--- src/logic/axi_rd_pkg.sv ---
package axi_rd_pkg;

    localparam int ADDR_W   = 32;
    localparam int DATA_W   = 32;
    localparam int LEN_W    = 4;   // burst has len+1 beats
    localparam int RESP_W   = 2;
    localparam int REGION_W = 1;   // top address bits that pick the slave

    localparam logic [RESP_W-1:0] RESP_OKAY   = 2'b00;
    localparam logic [RESP_W-1:0] RESP_SLVERR = 2'b10;

    // one address word, read flat when forwarded and split when routed
    typedef union packed {
        logic [ADDR_W-1:0] raw;
        struct packed {
            logic [REGION_W-1:0]        region;
            logic [ADDR_W-REGION_W-1:0] offset;
        } fields;
    } addr_word_u;

endpackage

--- src/logic/route_pkg.sv ---
package route_pkg;

    import axi_rd_pkg::*;

    // every region code maps to a slave, so no decode error path exists
    localparam int NUM_OUTPUTS = 2 ** REGION_W;
    localparam int OUT_IDX_W   = REGION_W;   // slave index in a route record

endpackage

--- src/logic/r_data_steer.sv ---
`timescale 1ns/1ps

module r_data_steer
    import axi_rd_pkg::*;
    import route_pkg::*;
#(
    parameter int INPUTS = 2,
    localparam int IN_IDX_W = (INPUTS > 1) ? $clog2(INPUTS) : 1
) (
    input  logic                          clk,
    input  logic                          arst_n,
    input  logic                          route_valid,
    input  logic [IN_IDX_W-1:0]           head_in,
    input  logic [OUT_IDX_W-1:0]          head_out,
    output logic                          route_pop,
    input  logic [NUM_OUTPUTS-1:0]        out_r_valid,
    output logic [NUM_OUTPUTS-1:0]        out_r_ready,
    input  logic [NUM_OUTPUTS-1:0]        out_r_last,
    input  logic [NUM_OUTPUTS*DATA_W-1:0] out_r_data,
    input  logic [NUM_OUTPUTS*RESP_W-1:0] out_r_resp,
    output logic [INPUTS-1:0]             in_r_valid,
    input  logic [INPUTS-1:0]             in_r_ready,
    output logic [INPUTS-1:0]             in_r_last,
    output logic [INPUTS*DATA_W-1:0]      in_r_data,
    output logic [INPUTS*RESP_W-1:0]      in_r_resp
);

    logic              src_valid;   // head slave has a beat
    logic              sink_ready;  // head master can take it
    logic              src_last;
    logic [DATA_W-1:0] src_data;
    logic [RESP_W-1:0] src_resp;
    logic              beat_xfer;

    assign src_valid  = route_valid && out_r_valid[head_out];
    assign sink_ready = route_valid && in_r_ready[head_in];
    assign src_last   = out_r_last[head_out];
    assign src_data   = out_r_data[head_out*DATA_W +: DATA_W];
    assign src_resp   = out_r_resp[head_out*RESP_W +: RESP_W];

    assign beat_xfer = src_valid && sink_ready;
    assign route_pop = beat_xfer && src_last;   // burst done, retire route

    // only the head pair sees a handshake, the rest stay idle
    always_comb begin
        in_r_valid           = '0;
        in_r_valid[head_in]  = src_valid;
        out_r_ready          = '0;
        out_r_ready[head_out] = sink_ready;
    end

    // payload fans out to all masters, valid picks the owner
    assign in_r_last = {INPUTS{src_last}};
    assign in_r_data = {INPUTS{src_data}};
    assign in_r_resp = {INPUTS{src_resp}};   // response passes unchanged

    // the open read keeps its pairing until its last beat
    a_head_hold: assert property (@(posedge clk) disable iff (!arst_n)
        (route_valid && !route_pop)
            |=> (route_valid && $stable(head_in) && $stable(head_out)))
        else $error("route head changed before its last beat");

endmodule

--- config.mk ---
export PLATFORM = sky130hd
export DESIGN_NAME = r_data_steer
export DESIGN_NICKNAME = d
export VERILOG_FILES = /design/src/logic/axi_rd_pkg.sv /design/src/logic/route_pkg.sv /design/src/logic/r_data_steer.sv
export SDC_FILE = /design/constraint.sdc
export NUM_CORES = 1
export LEC_CHECK = 0
export BUFFER_PORTS_ARGS = -buffer_cell sky130_fd_sc_hd__buf_2
export CAP_MARGIN = 10
export CORE_MARGIN = 2
export CORE_UTILIZATION = 24
export DETAILED_ROUTE_END_ITERATION = 10
export PLACE_DENSITY = 0.81
export SETUP_SLACK_MARGIN = 0.15
export SLEW_MARGIN = 15
export SYNTH_ARGS = -nofsm -noshare
export SYNTH_HDL_FRONTEND = slang
export SYNTH_SLANG_ARGS = --single-unit
--- constraint.sdc ---
create_clock -name vclk -period 0.95
set_input_delay 0.1425 -clock vclk [all_inputs]
set_output_delay 0.1425 -clock vclk [all_outputs]
set_load 0.02 [all_outputs]
======== Word-level counts from Yosys, hierarchy flattened ========
Cells that the tools add are included.
storage, ports and cells
  flip-flop bits (word level) ............. 0
  input bits .............................. 79
  output and inout port bits .............. 75
  logic and storage cells ................. 24
cells by class
  order comparisons ....................... 4
  shift-type cells ........................ 2
  multiplexer cells ....................... 10
  bitwise logic cells ..................... 2
  reduce and logical (&&, ||, !) cells .... 6
operator list
  operator                                                   number
  indexed part select 64 x 7 -> 32 bit                       1
  two-way mux 1 bit                                          8
  logical AND 1 bit                                          6
  AND 2 bit                                                  2
  < comparator 1 x 2 -> 1 bit (second input constant)        2
  indexed part select 4 x 3 -> 2 bit                         1
  demux 1 bit (select 1 bit)                                 2
  greater-or-equal comparator 1 bit (second input constant)  2

======== Depth between registers and ports, before layout ========
Gate-level depths: netlist (run 1).
  depth in word-level cells ............... 5
  gate-level depth with buffers ........... 4
  depth with buffers taken out ............ 2

======== Worst setup path before layout (run 1) ========
OpenSTA, ideal clock, no wires.
  path kind ............................... input-to-output
  start ................................... in head_out
  end ..................................... out in_r_data[32]
  data arrival time ....................... 0.994 ns
  data required time ...................... 0.808 ns
  setup slack ............................. -0.186 ns
  stages on the path ...................... 4
  path buffers ............................ 3
  cell sequence ........................... buf_6 -> clkbuf_8 -> mux2_2 -> buf_4
on the way
  word-level cells in the longest chain between the ends .. 1
RTL lines
  item                                  line                text
  start: declaration                    r_data_steer.sv:14  input logic [OUT_IDX_W-1:0] head_out,
  indexed part select 64 x 7 -> 32 bit  r_data_steer.sv:38  assign src_data = out_r_data[head_out*DATA_W +: DATA_W];
  end: declaration                      r_data_steer.sv:24  output logic [INPUTS*DATA_W-1:0] in_r_data,
Every way passes these cells.

======== Worst setup path in the final report (run 1) ========
  start ................................... in head_out
  end ..................................... out route_pop
on the way
  word-level cells in the longest chain between the ends .. 5
  elaborated cells on any way between the ends .. 7
  those cells by class .................... 4 x mux; 3 x reduce/logical
RTL lines
  item                                                   line                text
  two-way mux 1 bit (implied by the code) (2 in series)  r_data_steer.sv:35  assign src_valid = route_valid && out_r_valid[head_out];
  logical AND 1 bit                                      r_data_steer.sv:35
  logical AND 1 bit                                      r_data_steer.sv:41  assign beat_xfer = src_valid && sink_ready;
  logical AND 1 bit (*)                                  r_data_steer.sv:42  assign route_pop = beat_xfer && src_last;
  end: declaration                                       r_data_steer.sv:15  output logic route_pop,
Every way passes the cells marked *; elsewhere a longest branch is shown, timed or not. The select of a mux whose other input is x is not followed.

==> results of run 1 <==
-- Yosys cell counts --
cell       n
buf_4     36
mux2_2    35
clkbuf_8   3
and3b_1    2
mux2i_1    2
nor3b_1    2
and4bb_2   1
buf_6      1
-- cells by family (layout without fill, tap and decap cells) --
group,after synthesis,after routing,synth area share (%)
and+or+nand+nor,5,5,5.76
buffers and inverters,40,157,41.3
muxes,37,37,53.0
-- cell type report --
| class | count | share of cell area (%) |
|---|---|---|
| multi-input combinational | 42 | 33.8 |
| tap | 44 | 3.05 |
| timing repair buffer | 157 | 63.1 |
-- worst min-delay path, cell delays in order --
cell and delay [ns]:
buf_2 0.07, mux2_4 0.14, buf_6 0.11
-- repair_timing --
action,CTS,global route
cloned,1,0
endpoints found under the hold margin,0,0
setup endpoints to repair,75,75
hold buffers,0,0
gates resized for setup,85,13
pin swaps,2,0
-- metrics by stage --
step | TNS, ns | total power (µW)
2_1_floorplan | -2.98 | 882
5_1_grt | -6.93 | 1340
6_report | -5.60 | 1280
4_1_cts | -5.28 | 1230
3_3_place_gp | -13.42 | 1010
3_5_place_dp | -14.19 | 1030
-- metal layers --
| metal | part of all wire [%] | track usage (%) |
|---|---|---|
| met3 | 9.0 | 2.73 |
| met1 | 30 | 13.2 |
| met2 | 57 | 35.3 |
| met4 | 3.9 | 6.83 |
| met5 | 0 | 0 |
-- worst max path at each step --
stage	slack (ns)	start	cells after the start	end
after floorplan	-0.10	head_out	4	in_r_data[32]
after global placement	-0.24	head_out	4	in_r_data[59]
after detailed placement	-0.25	head_out	4	in_r_data[27]
after CTS	-0.12	head_out	4	route_pop
after global routing	-0.14	head_out	4	in_r_data[57]
final	-0.12	head_out	4	route_pop
-- placed cells by master, fill, tap and decap left out --
master,instances
nor3b_4,1
and3b_1,1
buf_12,3
and4bb_2,1
buf_6,43
buf_4,3
buf_16,1
buf_2,106
mux2i_4,2
nor3b_2,1
buf_8,1
mux2_4,29
and3b_2,1
mux2_2,6
-- report_power, final --
group          leakage [µW]  internal (µW)  switching, µW  total (µW)
Sequential                0              0              0           0
Combinational       0.00104            666            617        1280
Clock                     0              0              0           0
Total               0.00104            666            617        1280
==> impl_metrics.yaml, run 1 <==
status:
  status: "finished with violations"
  violations: "setup timing"
min_path:
  hp-class: "in -> out"
  whs_endpoint: "in_r_data[38]"
  worstHoldStart: "out_r_data[38]"
  worstHoldPathCells: 3
timing:
  fin_ws_ns: -0.122
  worst_slew_pin_slew_ns: 0.208
  hold_viol: 0
  rsz0062_at_grt: "true"
  final.min_clock_period_ns: 1.07
  slew_viol_final: 0
  slew_headroom_pct: 85.9
  timing.hold.ws_ns: 0.607
  clock.fmax_mhz: 933
  timing.final.crit_share_pct: 113
  setup-violations-final: 72
cells_and_area:
  regArea_um2: 0
  post-route-util_pct: 58.7
  nFillCells: 256
  layout-drive-gt1-share_pct: 99.5
  syn_to_final_growth_pct: 131
  design_area_mm2: 0.00181
  seq_cells: 0
  nets: 280
  num-clock-buffers: 0
  multi_input_area_um2: 611
  diodes: 0
  fin_cells: 243
route:
  drt_iter0_markers: 16
  dr.pass1.iters: 3
  via_per_inst: 4.33
  postRouteAntennaNets: 0
  vias: 1053
  drc: 0
  routed_wl_um: 3650
  drt-wirelength-per-cell_um: 15.0
critical_path:
  crit_path_max_fanout: 5
  critical-path-top-delay-family: "multiplexers"
  critPathMaxStageDelay_ns: 0.31
  crit_path_start_kind: "input port"
  crit_slowest_cell: "mux2_4"
  cp.required_ns: 0.81
  worst-setup-path-type: "in -> out"
  endpoint_kind: "output pin"
  cp_num_buf_inv: 2
  arrival_ns: 0.93
  crit_chain: "buf_12 > mux2_4 > and4bb_2 > buf_6"
placed_design:
  finalWeightedCongestion: 0.733
  pre_cts_slack_ns: -0.250
  place_area_mm2: 0.00147
  place_inst: 242
  io_buffers: 152
  dpl.hpwl_um: 2500
global_route:
  first_global_vias: 970
  grt.overflow.total: 0
  antenna_found_initial: 0
  globalRouteTotalUtil_pct: 16.0
  grt_max_degree: 14
  grt_pass1_wl_um: 4510
synthesis:
  netlist_area_um2: 782
  yosysTopAreaCellShare_pct: 50.4
  yosysWarnings: 0
  yosysTopAreaCell: "mux2_2"
  syn-instance-count: 82
  syn_nets: 161
  ys_seq_area_share_pct: 0
  synth_top_cells_by_area: "mux2_2 (50%), buf_4 (35%), clkbuf_8 (5.3%)"
  syn_area_per_cell_um2: 9.54
  post_synth_num_cell_types: 8
cts:
  post_cts_buffers: 0
power:
  power.density_mw_per_mm2: 710
  ir_drop_mv: 0.352
  power_leakage_uw: 0.00104
run:
  max_cap_viol_count: 0
floorplanning:
  dieHeight_um: 61.1
  die_area_mm2: 0.00373
  core.rowCount: 20
  fp.dieW_um: 61.1
  core_area_mm2: 0.00308
  io_pins: 154
  initial_utilization_pct: 25.4
Power figures use the tool's default switching activity.
==> inputs of run 2 (changes only) <==
==> constraint.sdc (replaced) <==
create_clock -name vclk -period 0.95
set_input_delay 0.1425 -clock vclk [all_inputs]
set_output_delay 0.1425 -clock vclk [all_outputs]
set_load 0.01 [all_outputs]
==> run 2 against run 1 <==
  * The run still ends with setup timing left
  * Die area unchanged
  * Critical path type unchanged
  * Flip-flop and latch count unchanged
  * Global-route usage down 1.1 points
  * Setup slack better by 0.014 ns
  * First-iteration DRC count up 38%
  * Cell count up 1.2%
  * Non-clock buffer count up 3
  * Critical path depth unchanged
  * Via count up 1.2%
  * Fmax up 1.4%
==> impl_metrics.yaml, run 2 (synthesis gave the netlist of run 1 again) <==
global_route:
  first_global_vias: 989
  globalRouteTotalUtil_pct: 14.9
  grt.overflow.total: 0
  antenna_found_initial: 0
  grt_pass1_wl_um: 4310
  grt_max_degree: 18
route:
  drt-wirelength-per-cell_um: 15.2
  dr.pass1.iters: 2
  drc: 0
  vias: 1066
  drt_iter0_markers: 22
  routed_wl_um: 3740
  via_per_inst: 4.33
  postRouteAntennaNets: 0
cells_and_area:
  final_cell_mix: "buf_2 (85), buf_6 (66), mux2_4 (35)"
  multi_input_area_um2: 623
  seq_cells: 0
  diodes: 0
  num-clock-buffers: 0
  regArea_um2: 0
  nets: 283
  final_common_cell: "buf_2"
  design_area_mm2: 0.00199
  nFillCells: 235
  syn_to_final_growth_pct: 154
  fin_cells: 246
  layout-drive-gt1-share_pct: 99.0
floorplanning:
  core.rowCount: 20
  initial_utilization_pct: 25.4
  die_area_mm2: 0.00373
  dieHeight_um: 61.1
  core_area_mm2: 0.00308
  io_pins: 154
  fp.dieW_um: 61.1
placed_design:
  io_buffers: 152
  finalWeightedCongestion: 0.781
  dpl.hpwl_um: 2480
  pre_cts_slack_ns: -0.227
  place_area_mm2: 0.00145
  place_inst: 242
power:
  ir_drop_mv: 0.327
  p_total_uw: 1220
  power.density_mw_per_mm2: 615
  power_leakage_uw: 0.00113
critical_path:
  arrival_ns: 0.91
  crit_path_max_fanout: 5
  crit_path_start_kind: "input port"
  endpoint_kind: "output pin"
  startpoint: "head_out"
  worst-setup-path-type: "in -> out"
  cp.required_ns: 0.81
timing:
  final.min_clock_period_ns: 1.06
  clock.fmax_mhz: 946
  rsz0062_at_grt: "true"
  setup-violations-final: 73
  fin_ws_ns: -0.107
  worst_slew_pin_slew_ns: 0.202
  slew_viol_final: 0
  hold_viol: 0
  timing.final.crit_share_pct: 111
  slew_headroom_pct: 86.2
min_path:
  worstHoldStart: "out_r_data[24]"
  whs_endpoint: "in_r_data[24]"
  hp-class: "in -> out"
  worstHoldPathCells: 3
cts:
  cts_hold_buf: 0
status:
  status: "finished with violations"
  violations: "setup timing"
run:
  max_cap_viol_count: 0
[run 2: changes by cell type in the layout (fill, tap and decap cells not counted), moves of 6 or more]
cell    previous run  this run
mux2_4            29        35
mux2_2             6         0
buf_6             43        66
buf_2            106        85
[run 2: final cells by class]
cell class	count	area share [%]
multi-input cells	42	31.4
well taps	44	2.77
repair buffers	160	65.9
[run 2: critical path: stages]
cell and delay [ns]:
buf_12 0.12, mux2_4 0.30, and4bb_2 0.23, buf_6 0.12
[run 2: worst max-delay path by stage]
| stage | end | depth (start not counted) |
|---|---|---|
| final | route_pop | 4 |
| after global routing | in_r_resp[2] | 4 |
| after CTS | route_pop | 4 |
| after detailed placement | route_pop | 4 |
| after global placement | route_pop | 4 |
| after floorplan | in_r_data[32] | 4 |
[run 2: repair_timing]
item	4_1_cts	5_1_grt
resized for setup	49	36
pin swaps	1	0
setup buffers	2	1
gates cloned	1	0
endpoints found under the setup margin	75	75
[run 2: report_power, final]
| group | switching (µW) | total (µW) | internal [µW] |
|---|---|---|---|
| clock network | 0 | 0 | 0 |
| registers | 0 | 0 | 0 |
| logic | 454 | 1220 | 767 |
[run 2: layer usage]
layer | share of wire, % | global-route usage [%]
met5 | 0 | 0
met1 | 30 | 15.4
met4 | 1.1 | 1.86
met2 | 60 | 32.2
met3 | 8.7 | 1.26
[run 2: per-stage QoR]
stage          utilization (%)  hold slack (ns)  TNS [ns]
2_1_floorplan                -            0.318     -1.91
3_3_place_gp              47.2            0.565    -11.41
3_5_place_dp              47.2            0.574    -12.40
4_1_cts                   57.2            0.601     -4.86
5_1_grt                   64.6            0.606     -6.01
6_report                  64.6            0.595     -4.77
